[src/x86_pkg.sv]
`default_nettype none

package x86_pkg;

    typedef logic [7:0] opcode_t;   // First instruction byte

    // Second instruction byte
    typedef struct packed {
        logic [1:0] mod;
        logic [2:0] regm;   // Register number or opcode extension
        logic [2:0] rm;
    } modrm_t;

    // High bit set means a segment register in operand ids,
    // and an unused slot in address ids
    typedef logic [3:0] reg_id_t;

    typedef logic [1:0] seg_t;

    localparam reg_id_t NO_REG = 4'b1100;   // Slot not used in the address
    localparam reg_id_t REG_BX = 4'b0011;
    localparam reg_id_t REG_BP = 4'b0101;
    localparam reg_id_t REG_SI = 4'b0110;
    localparam reg_id_t REG_DI = 4'b0111;

    localparam seg_t SEG_SS = 2'b10;
    localparam seg_t SEG_DS = 2'b11;

    // Direct address when paired with mod 00
    localparam logic [2:0] RM_DIRECT = 3'b110;
    localparam logic [1:0] MOD_REG   = 2'b11;   // Both operands in registers

endpackage

`default_nettype wire
[src/decode_pkg.sv]
`default_nettype none

package decode_pkg;

    // Where the displacement presence comes from
    typedef enum logic [1:0] {
        DISP_NONE,
        DISP_ALWAYS,
        DISP_MODRM,
        DISP_MODRM_MEM      // ModR/M rule, never for a register operand
    } disp_rule_t;

    // Operand id source
    typedef enum logic [2:0] {
        OPND_ZERO,
        OPND_REGM,
        OPND_RM,
        OPND_DIR_D,         // reg when D is set, else rm
        OPND_DIR_S,         // Opposite of OPND_DIR_D
        OPND_OPC            // Register in opcode bits 2..0
    } opnd_sel_t;

    // Per-opcode control, one table row
    typedef struct packed {
        logic       need_modrm;
        disp_rule_t disp_rule;
        logic       disp_force16;
        logic       need_imm;
        logic       imm_size;       // 1 for a 16-bit immediate
        logic       byte_word;
        opnd_sel_t  dst_sel;
        opnd_sel_t  src_sel;
        logic       sreg_dir;       // MOV to or from a segment register
    } decode_ctrl_t;

    // Effective address parts
    typedef struct packed {
        x86_pkg::reg_id_t base;
        x86_pkg::reg_id_t index;
        x86_pkg::seg_t    seg;
    } ea_t;

    // Registered decode record
    typedef struct packed {
        logic             need_modrm;
        logic             need_disp;
        logic             disp_size;    // 1 for a 16-bit displacement
        logic             need_imm;
        logic             imm_size;
        logic             byte_word;
        x86_pkg::reg_id_t src;
        x86_pkg::reg_id_t dst;
        ea_t              ea;
    } decode_out_t;

endpackage

`default_nettype wire

[src/decode_top.sv]
`timescale 1ns/1ps
`default_nettype none

module decode_top (
    input  logic                    clk,
    input  logic                    reset,
    input  logic                    in_valid,
    input  x86_pkg::opcode_t        opcode,
    input  x86_pkg::modrm_t         modrm,
    output logic                    out_valid,
    output decode_pkg::decode_out_t dec
);

    x86_pkg::opcode_t         opcode_q;
    x86_pkg::modrm_t          modrm_q;
    logic                     cap_valid;    // Byte pair waiting in the capture regs
    decode_pkg::decode_ctrl_t ctrl;
    logic                     need_disp;
    logic                     disp_size;
    decode_pkg::ea_t          ea;
    x86_pkg::reg_id_t         src;
    x86_pkg::reg_id_t         dst;
    decode_pkg::decode_out_t  rec;

    opcode_control u_ctrl (.opcode(opcode_q), .ctrl(ctrl));

    disp_decode u_disp (
        .ctrl      (ctrl),
        .modrm     (modrm_q),
        .need_disp (need_disp),
        .disp_size (disp_size)
    );

    ea_select u_ea (.mod(modrm_q.mod), .rm(modrm_q.rm), .ea(ea));

    operand_select u_opnd (
        .ctrl   (ctrl),
        .opcode (opcode_q),
        .modrm  (modrm_q),
        .src    (src),
        .dst    (dst)
    );

    always_comb
    begin
        rec.need_modrm = ctrl.need_modrm;
        rec.need_disp  = need_disp;
        rec.disp_size  = disp_size;
        rec.need_imm   = ctrl.need_imm;
        rec.imm_size   = ctrl.imm_size;
        rec.byte_word  = ctrl.byte_word;
        rec.src        = src;
        rec.dst        = dst;
        rec.ea         = ctrl.need_modrm ? ea : '0;    // No address without ModR/M
    end

    always_ff @(posedge clk)
    begin
        if (in_valid)
        begin
            opcode_q <= opcode;
            modrm_q  <= modrm;
        end
    end

    always_ff @(posedge clk)
    begin
        if (reset)
        begin
            cap_valid <= 1'b0;
            out_valid <= 1'b0;
            dec       <= '0;
        end
        else
        begin
            cap_valid <= in_valid;
            out_valid <= cap_valid;
            if (cap_valid)
                dec <= rec;     // Held until the next record
        end
    end

    a_imm_size: assert property (@(posedge clk) disable iff (reset)
        !dec.need_imm |-> !dec.imm_size)
        else $error("imm_size set without an immediate");

    // Shift group keeps the ModR/M rule in its register form
    a_reg_no_disp: assert property (@(posedge clk) disable iff (reset)
        cap_valid && ctrl.need_modrm && modrm_q.mod == x86_pkg::MOD_REG
        && opcode_q[7:1] != 7'b1100_000 |=> !dec.need_disp)
        else $error("displacement flagged for a register operand");

    a_back_to_back: assert property (@(posedge clk) disable iff (reset)
        out_valid && $past(out_valid) |-> $past(in_valid, 2) && $past(in_valid, 3))
        else $error("out_valid on two edges without two in_valid strobes");

endmodule

`default_nettype wire

[src/operand_select.sv]
`timescale 1ns/1ps
`default_nettype none

module operand_select (
    input  decode_pkg::decode_ctrl_t ctrl,
    input  x86_pkg::opcode_t         opcode,
    input  x86_pkg::modrm_t          modrm,
    output x86_pkg::reg_id_t         src,
    output x86_pkg::reg_id_t         dst
);

    // Register number picked by a selector
    function automatic logic [2:0] pick_field(
        input decode_pkg::opnd_sel_t sel,
        input x86_pkg::opcode_t      op,
        input x86_pkg::modrm_t       mrm
    );
        case (sel)
            decode_pkg::OPND_REGM:  return mrm.regm;
            decode_pkg::OPND_RM:    return mrm.rm;
            decode_pkg::OPND_DIR_D: return op[1] ? mrm.regm : mrm.rm;   // D bit
            decode_pkg::OPND_DIR_S: return op[1] ? mrm.rm : mrm.regm;
            decode_pkg::OPND_OPC:   return op[2:0];
            default:                return 3'b000;
        endcase
    endfunction

    logic dst_seg;
    logic src_seg;

    // MOV sreg: 8E writes a segment register, 8C reads one
    assign dst_seg = ctrl.sreg_dir & opcode[1];
    assign src_seg = ctrl.sreg_dir & ~opcode[1];

    assign dst = {dst_seg, pick_field(ctrl.dst_sel, opcode, modrm)};
    assign src = {src_seg, pick_field(ctrl.src_sel, opcode, modrm)};

endmodule

`default_nettype wire

[src/ea_select.sv]
`timescale 1ns/1ps
`default_nettype none

module ea_select (
    input  logic [1:0]        mod,
    input  logic [2:0]        rm,
    output decode_pkg::ea_t   ea
);

    // 8086 addressing table
    always_comb
    begin
        case (rm)
            3'b000: ea = '{x86_pkg::REG_BX, x86_pkg::REG_SI, x86_pkg::SEG_DS};
            3'b001: ea = '{x86_pkg::REG_BX, x86_pkg::REG_DI, x86_pkg::SEG_DS};
            3'b010: ea = '{x86_pkg::REG_BP, x86_pkg::REG_SI, x86_pkg::SEG_SS};
            3'b011: ea = '{x86_pkg::REG_BP, x86_pkg::REG_DI, x86_pkg::SEG_SS};
            3'b100: ea = '{x86_pkg::NO_REG, x86_pkg::REG_SI, x86_pkg::SEG_DS};
            3'b101: ea = '{x86_pkg::NO_REG, x86_pkg::REG_DI, x86_pkg::SEG_DS};
            3'b110:
            begin
                if (mod == 2'b00)
                begin
                    // Direct address, only the displacement
                    ea = '{x86_pkg::NO_REG, x86_pkg::NO_REG, x86_pkg::SEG_DS};
                end
                else
                begin
                    ea = '{x86_pkg::REG_BP, x86_pkg::NO_REG, x86_pkg::SEG_SS};
                end
            end
            default: ea = '{x86_pkg::REG_BX, x86_pkg::NO_REG, x86_pkg::SEG_DS}; // rm 111
        endcase
    end

endmodule

`default_nettype wire

[src/disp_decode.sv]
`timescale 1ns/1ps
`default_nettype none

module disp_decode (
    input  decode_pkg::decode_ctrl_t ctrl,
    input  x86_pkg::modrm_t          modrm,
    output logic                     need_disp,
    output logic                     disp_size
);

    logic direct;       // mod 00 with rm 110
    logic modrm_disp;
    logic modrm_size;

    assign direct     = (modrm.mod == 2'b00) && (modrm.rm == x86_pkg::RM_DIRECT);
    assign modrm_disp = direct || ^modrm.mod;       // mod 01 or 10
    assign modrm_size = direct || modrm.mod[1];

    always_comb
    begin
        need_disp = 1'b0;
        disp_size = 1'b0;
        case (ctrl.disp_rule)
            decode_pkg::DISP_ALWAYS:
            begin
                need_disp = 1'b1;
                disp_size = ctrl.disp_force16;  // No ModR/M byte to look at
            end
            decode_pkg::DISP_MODRM,
            decode_pkg::DISP_MODRM_MEM:     // Register form never has a displacement
            begin
                need_disp = modrm_disp;
                disp_size = modrm_disp & (ctrl.disp_force16 | modrm_size);
            end
            default:
            begin
                need_disp = 1'b0;
                disp_size = 1'b0;
            end
        endcase
    end

endmodule

`default_nettype wire

[src/opcode_control.sv]
`timescale 1ns/1ps
`default_nettype none

module opcode_control (
    input  x86_pkg::opcode_t         opcode,
    output decode_pkg::decode_ctrl_t ctrl
);

    logic listed;   // Opcode has its own row

    // One table row; W and the 16-bit displacement force are filled in later
    function automatic decode_pkg::decode_ctrl_t row(
        input logic                   modrm,
        input decode_pkg::disp_rule_t rule,
        input logic                   imm,
        input logic                   imm16,
        input decode_pkg::opnd_sel_t  dst,
        input decode_pkg::opnd_sel_t  src,
        input logic                   sreg
    );
        decode_pkg::decode_ctrl_t r;
        r            = '0;
        r.need_modrm = modrm;
        r.disp_rule  = rule;
        r.need_imm   = imm;
        r.imm_size   = imm16;
        r.dst_sel    = dst;
        r.src_sel    = src;
        r.sreg_dir   = sreg;
        return r;
    endfunction

    always_comb
    begin
        listed = 1'b1;
        casez (opcode)
            8'b00??_?0??:   // ADD/OR/ADC/SBB/AND/SUB/XOR/CMP R/M R
                ctrl = row(1'b1, decode_pkg::DISP_MODRM, 1'b0, 1'b0,
                           decode_pkg::OPND_DIR_D, decode_pkg::OPND_DIR_S, 1'b0);
            8'b00??_?10?:   // Same ALU ops, ACC IMM
                ctrl = row(1'b0, decode_pkg::DISP_NONE, 1'b1, opcode[0],
                           decode_pkg::OPND_ZERO, decode_pkg::OPND_ZERO, 1'b0);
            8'b0111_????:   // Short conditional branch
                ctrl = row(1'b0, decode_pkg::DISP_ALWAYS, 1'b0, 1'b0,
                           decode_pkg::OPND_ZERO, decode_pkg::OPND_ZERO, 1'b0);
            8'b1000_00??:   // Group 1, only 81 takes a word immediate
                ctrl = row(1'b1, decode_pkg::DISP_MODRM, 1'b1, ~opcode[1] & opcode[0],
                           decode_pkg::OPND_RM, decode_pkg::OPND_ZERO, 1'b0);
            8'b1000_01??:   // TEST and XCHG R/M R
                ctrl = row(1'b1, decode_pkg::DISP_MODRM, 1'b0, 1'b0,
                           decode_pkg::OPND_DIR_D, decode_pkg::OPND_DIR_S, 1'b0);
            8'b1000_10??:   // MOV R/M R
                ctrl = row(1'b1, decode_pkg::DISP_MODRM_MEM, 1'b0, 1'b0,
                           decode_pkg::OPND_DIR_D, decode_pkg::OPND_DIR_S, 1'b0);
            8'b1000_11?0:   // MOV R/M sreg
                ctrl = row(1'b1, decode_pkg::DISP_MODRM_MEM, 1'b0, 1'b0,
                           decode_pkg::OPND_DIR_D, decode_pkg::OPND_DIR_S, 1'b1);
            8'b1000_1101:   // LEA
                ctrl = row(1'b1, decode_pkg::DISP_MODRM, 1'b0, 1'b0,
                           decode_pkg::OPND_DIR_D, decode_pkg::OPND_ZERO, 1'b0);
            8'b1000_1111:   // POP R/M
                ctrl = row(1'b1, decode_pkg::DISP_MODRM, 1'b0, 1'b0,
                           decode_pkg::OPND_RM, decode_pkg::OPND_ZERO, 1'b0);
            8'b1001_0???:   // XCHG ACC, 90 is NOP
                ctrl = row(1'b0, decode_pkg::DISP_NONE, 1'b0, 1'b0,
                           decode_pkg::OPND_ZERO, decode_pkg::OPND_OPC, 1'b0);
            8'b1001_1010,
            8'b1110_1010:   // Far CALL and far JMP, offset then segment
                ctrl = row(1'b0, decode_pkg::DISP_ALWAYS, 1'b1, 1'b1,
                           decode_pkg::OPND_ZERO, decode_pkg::OPND_ZERO, 1'b0);
            8'b1010_00??:   // MOV M ACC
                ctrl = row(1'b0, decode_pkg::DISP_ALWAYS, 1'b0, 1'b0,
                           decode_pkg::OPND_ZERO, decode_pkg::OPND_ZERO, 1'b0);
            8'b1010_100?:   // TEST ACC IMM
                ctrl = row(1'b0, decode_pkg::DISP_NONE, 1'b1, opcode[0],
                           decode_pkg::OPND_ZERO, decode_pkg::OPND_ZERO, 1'b0);
            8'b1011_????:   // MOV R IMM
                ctrl = row(1'b0, decode_pkg::DISP_NONE, 1'b1, opcode[3],
                           decode_pkg::OPND_OPC, decode_pkg::OPND_ZERO, 1'b0);
            8'b1100_000?:   // Shift group with imm8 count
                ctrl = row(1'b1, decode_pkg::DISP_MODRM, 1'b1, 1'b0,
                           decode_pkg::OPND_RM, decode_pkg::OPND_RM, 1'b0);
            8'b1100_010?:   // LES and LDS
                ctrl = row(1'b1, decode_pkg::DISP_MODRM, 1'b0, 1'b0,
                           decode_pkg::OPND_ZERO, decode_pkg::OPND_DIR_S, 1'b0);
            8'b1100_011?:   // MOV IMM to R/M
                ctrl = row(1'b1, decode_pkg::DISP_MODRM, 1'b1, opcode[0],
                           decode_pkg::OPND_RM, decode_pkg::OPND_ZERO, 1'b0);
            default:
            begin
                listed = 1'b0;
                ctrl   = '0;
            end
        endcase

        if (listed)
        begin
            // MOV R IMM and 8C..8F carry W in bit 3
            ctrl.byte_word = (opcode[7:4] == 4'b1011 || opcode[7:2] == 6'b100011) ?
                             opcode[3] : opcode[0];
            ctrl.disp_force16 = opcode[7] & (opcode[5] | opcode[4])
                                & ~(opcode[6] & opcode[4]);
        end
    end

endmodule

`default_nettype wire

[config.mk]
export PLATFORM = sky130hd
export DESIGN_NAME = decode_top
export DESIGN_NICKNAME = d
export VERILOG_FILES = /design/src/x86_pkg.sv /design/src/decode_pkg.sv /design/src/decode_top.sv /design/src/operand_select.sv /design/src/ea_select.sv /design/src/disp_decode.sv /design/src/opcode_control.sv
export SDC_FILE = /design/constraint.sdc
export NUM_CORES = 1
export LEC_CHECK = 0
export BUFFER_PORTS_ARGS = -buffer_cell sky130_fd_sc_hd__buf_2
export CORE_ASPECT_RATIO = 1.1
export CORE_UTILIZATION = 30
export CTS_CLUSTER_DIAMETER = 50
export CTS_CLUSTER_SIZE = 40
export DETAILED_ROUTE_END_ITERATION = 12
export GPL_ROUTABILITY_DRIVEN = 0
export MAX_ROUTING_LAYER = met4
export PLACE_DENSITY = 0.54
export RECOVER_POWER = 50
export SYNTH_ARGS = -nofsm -noshare
export SYNTH_HDL_FRONTEND = slang
export SYNTH_SLANG_ARGS = --single-unit
[constraint.sdc]
create_clock -name clk -period 2.15 [get_ports clk]
set_input_delay 0.3225 -clock clk [delete_from_list [all_inputs] [get_ports clk]]
set_output_delay 0.3225 -clock clk [all_outputs]
set_load 0.01 [all_outputs]
Word level (Yosys, flattened, before mapping)
Index checks and enable logic that the tools add are counted.
Word-level totals
  logic and storage cells: 93
  flip-flop bits (word level): 42
  input bits: 19
  output and inout bits: 25
Cells by class
  multiplexer cells: 14
  reductions and logical operators: 14
  bitwise operators: 11
  equality and inequality tests: 37
Operators with widths (count)
  one-hot mux 14 bit (14 select lines): 1
  one-hot mux 10 bit (7 select lines): 1
  equality test 7 bit (second input constant): 5
  equality test 8 bit (second input constant): 4
  equality test 6 bit (second input constant): 5
  one-hot mux 3 bit (5 select lines): 2
  equality test 3 bit (second input constant): 7
  two-way mux 10 bit: 2
  equality test 3 x 2 -> 1 bit (second input constant): 6
  OR reduction 18 bit: 1
  OR reduction 2 bit: 5
  equality test 3 x 1 -> 1 bit (second input constant): 3
  AND 1 bit: 7
  logical NOT 3 bit: 2
  two-way mux 3 bit: 2
  equality test 5 bit (second input constant): 1
  equality test 2 bit (second input constant): 2
  equality test 4 x 2 -> 1 bit (second input constant): 1
  equality test 4 x 3 -> 1 bit (second input constant): 1
  equality test 4 bit (second input constant): 1
  two-way mux 1 bit: 4
  one-hot mux 1 bit (2 select lines): 2
  logical OR 1 bit: 3
  equality test 2 x 1 -> 1 bit (second input constant): 1
  other kinds (5): 7

Logic depth before layout (Yosys ltp)
  depth after elaboration: 7
  mapped depth: 7
  depth with buffers taken out: 7

By module
Synthesis repeated with hierarchy kept, for this count alone.
Second synthesis, totals
  cells, all modules: 266
  area, all modules: 2443.6 µm²
Modules (own cells, without submodules)
  decode_top: cells each 110, seq. area each 1001.0 µm², area each 1437.6 µm², times used 1
  opcode_control: cells each 72, seq. area each 0.0 µm², area each 460.4 µm², times used 1
  operand_select: cells each 60, seq. area each 0.0 µm², area each 392.9 µm², times used 1
  ea_select: cells each 14, seq. area each 0.0 µm², area each 91.3 µm², times used 1
  disp_decode: cells each 10, seq. area each 0.0 µm², area each 61.3 µm², times used 1

Least setup slack after synthesis
Ideal clock, no wire load.
  kind: register to register
  start: register opcode_q[3]
  end: register dec[16] in the netlist's numbering
  slack: 0.323 ns
  path buffers: 1
  cell stages (with the launch flop): 7
  data required time: 2.005 ns
  period minus slack after synthesis: 1.827 ns
  arrival time: 1.682 ns
  path through: edfxtp_1 > buf_6 > nor4b_4 > nand3b_1 > a221o_1 > o211ai_1 > a311oi_2
Between the ends
  word-level cells in the longest chain between the ends: 5
  elaborated cells on any way between the ends: 25
  classes of those cells: eq/ne (19); mux (2); reduce/logical (4)
Ends and longest elaborated chain
  from (decl): RTL line decode_top.sv:14  | x86_pkg::opcode_t opcode_q;
  from (signal assigned): RTL line decode_top.sv:61  | opcode_q <= opcode;
  equality test 8 bit, or another cell as far along: RTL line opcode_control.sv:36  | casez (opcode)
  OR reduction 2 bit, on equally long branches
  one-hot mux 14 bit (14 select lines) (*): RTL line opcode_control.sv:36
  equality test 3 bit, or another cell as far along: RTL line operand_select.sv:18  | case (sel)
  one-hot mux 3 bit (5 select lines) (*): RTL line operand_select.sv:18
  to (signal assigned): RTL line decode_top.sv:79  | dec <= rec;
  to (decl): RTL line decode_top.sv:11  | output decode_pkg::decode_out_t dec
Mark *: on every way between the ends. The rest lies on a longest branch, timed or not.
A chain may end at the register's enable or synchronous reset.

Final worst setup path
  start: register opcode_q[5]
  end: register dec[21] in the netlist's numbering
Between the ends
  word-level cells in the longest chain between the ends: 7
  elaborated cells on any way between the ends: 34
  classes of those cells: eq/ne (19); mux (4); bitwise (5); reduce/logical (6)
Ends and longest elaborated chain
  equality test 8 bit, or another cell as far along: RTL line opcode_control.sv:36
  OR reduction 18 bit (no source line) or AND 1 bit (tied branches)
  two-way mux 1 bit or AND 1 bit (tied branches): RTL line opcode_control.sv:36, opcode_control.sv:102
  two-way mux 1 bit: RTL line opcode_control.sv:96  | if (listed)
  OR 1 bit: RTL line disp_decode.sv:33  | disp_size = modrm_disp & (ctrl.disp_force16 | modrm_size);
  AND 1 bit: RTL line disp_decode.sv:33
  one-hot mux 1 bit (2 select lines) (*): RTL line disp_decode.sv:23  | case (ctrl.disp_rule)
Marks and branches as above.

==> results_dict.tcl <==
set metrics [dict create \
    highest_layer "met4" \
    syn_avg_cell_area_sq_um 9.67 \
    critPathKind "reg2reg" \
    r2r_end "dec[21]" \
    rr_startpoint "opcode_q[5]" \
    skew_ns 0.00504 \
    hold_viol_final 0 \
    drc 0 \
    diodes 0 \
    drt_iter0_drc 148 \
    yosysSeqAreaShare_pct 46.6 \
    rsz0062_at_grt "no" \
    placed_area_sq_um 2390 \
    routed_wl_mm 4.81 \
    cts.clk_slew.worst_paths_ns 0.08 \
    min-delay-start "modrm[4]" \
    first_pass_iters 5 \
    relSlewSlack_pct 40.2 \
    core_area_sq_um 6590 \
    viasPerCell 5.01 \
    worst-path-max-fanout 10 \
    num_io_pins 44 \
    grt_pass1_vias 1576 \
    n_fill_cell 704 \
    cellLeakagePower_nw 0.999 \
    yosys_warnings 0 \
    start_util_pct 31.3 \
    hold_depth 1 \
    hold_buffers 0 \
    finalSetupViolCount 0 \
    power_density_nw_per_um2 688 \
    cp-end-kind "flop" \
    post-cts-setup-buffers 0 \
    grt_pass1_wl_mm 7.83 \
    hpwl_mm 3.71 \
    wl_per_cell_um 14.2 \
    synthesis.area_sq_um 2060 \
    cts.sinks 40 \
    insertion_delay_ns 0.30 \
    synth-main-ff-cell "dfxtp_1" \
    met2WireLength_mm 2.20 \
    ctsResizeCount 0 \
    drv_slew 0 \
    async_flop_share_pct 0 \
    place_inst 332 \
    synth_cells 213 \
    layout.cells.non_filler 340 \
    drive_above_1_share_pct 27.9 \
    status "finished, final reports clean" \
    cts_max_level 2 \
    min_to "modrm_q[4]" \
    port_buffers 43 \
    vdd_drop_max_mv 0.321 \
    cts_buffers 5 \
    final_core_util_pct 37.6 \
    start_kind "flop" \
    synth_cell_types 60 \
    syn_nets 233 \
    maxCapViolations 0 \
    fin_nets 277 \
    fmax_mhz 521 \
    grt_antenna_before_repair 0 \
    place_ws_ns 0.253 \
    hp-class "in2reg" \
    grt_util_all_layers_pct 15.1 \
    clock-root-buffer "clkbuf_8" \
    final_cell_mix "buf_2, dfxtp_1, nand2_1" \
    setup_ws_ns 0.231 \
    tightest_slew_ns 0.897 \
    arrival_ns 2.15 \
    tns_ns 0 \
    postRouteAntennaNets 0 \
    r2r_slack_ns 0.23 \
    dr_wl_met3_um 217 \
    post-route-period-util_pct 89.3 \
    grt_max_degree 19 \
    rows 31 \
    dieArea_sq_um 7200 \
    num_vias 1704 \
    final_cell_area_sq_um 2480 \
    cts_tree "done" \
    rr_worst_depth 6 \
    die_h_um 88.9 \
    clock_path_buffers 2 \
    mostFrequentLayoutCell "buf_2" \
    synth-edff-count 16 \
    die-width_um 81.0 \
    crit_required_ns 2.38 \
    syn2layout_area_growth_pct 20.5 \
    grt_overflow 0 \
    post-route-min-period_ns 1.92 \
    ys_ff_latch 40 \
    wl_met1_mm 2.25 \
]
[sequential cells by signal, indices dropped and copies added (netlist names)]
signal,cells
dec,22
modrm_q,8
opcode_q,8
cap_valid,1
out_valid,1
[worst max path at each step]
stage | startpoint | end | depth (start not counted)
floorplan | opcode_q[3] | dec[16] | 6
global placement | opcode_q[5] | dec[21] | 6
detailed placement | opcode_q[5] | dec[21] | 6
CTS | opcode_q[5] | dec[21] | 6
global route | opcode_q[7] | dec[16] | 5
finish | opcode_q[5] | dec[21] | 6
[layer usage]
layer,vias up,GRT usage (%)
met4,0,7.47
met3,10,3.06
li1,876,-
met2,45,22.6
met5,-,-
met1,773,19.4
[synth_stat cells, drive strengths merged (2+ instances only)]
cell type  count  area, sq um
and3           3         18.8
o22ai          2         12.5
o2111ai        2         23.8
buf            7         48.8
and4b          5         50.1
nor2b          5         31.3
a21oi          8         47.6
a311oi         3         32.5
a211oi         5         47.5
dfxtp         24          480
a222oi         2         20.0
o21a           2         15.0
nand3         12         65.1
nor2          15         56.3
nand3b         2         15.0
a32o           2         20.0
nor4b          2         32.5
nor3b          4         30.0
and2           2         15.0
nand4          4         25.0
nand2         23         86.3
o31ai          2         15.0
o211ai         2         15.0
a22o           4         35.0
edfxtp        16          480
o21ai         10         50.1
clkbuf        13         48.8
nand2b         6         37.5
inv            5         18.8
[metrics by stage]
step           hold WS, ns  power (mW)
2_1_floorplan        0.421        1.07
3_3_place_gp         0.433        1.16
3_5_place_dp         0.441        1.16
4_1_cts              0.188        1.73
5_1_grt              0.182        1.80
6_report             0.195        1.71
[critical path, cell delays in order (launching register included)]
cell	delay (ns)
edfxtp_1	0.55
nor4b_4	0.43
buf_4	0.22
nand3_1	0.13
nand2_1	0.17
and4b_1	0.22
a211oi_2	0.13
[kinds of logic (layout without fill, tap and decap cells)]
logic type	Yosys count	count (layout)	synth area share (%)
simple gates	90	90	25.1
compound gates	54	54	20.7
fa+ha+maj	1	1	0.607
flops	40	40	46.6
buf+inv	25	70	5.65
mux	1	1	0.486
xor+xnor	2	2	0.850
[power by group]
group	leakage [nW]	internal (mW)	switching [mW]	total [mW]
registers	0.352	0.832	0.0441	0.876
clock network	0.0566	0.297	0.268	0.566
logic	0.591	0.120	0.147	0.266
total	0.999	1.25	0.459	1.71
[cell type report]
type / count / area [sq um] / share of cell area [%]
clock buffers: 6 / 93.8 / 3.78
clock inverters: 2 / 11.3 / 0.454
inverters: 5 / 18.8 / 0.756
multi-input cells: 148 / 983 / 39.6
flip-flops and latches: 40 / 961 / 38.7
well taps: 82 / 103 / 4.13
repair buffers: 57 / 312 / 12.6
Power figures use the tool's default switching activity.
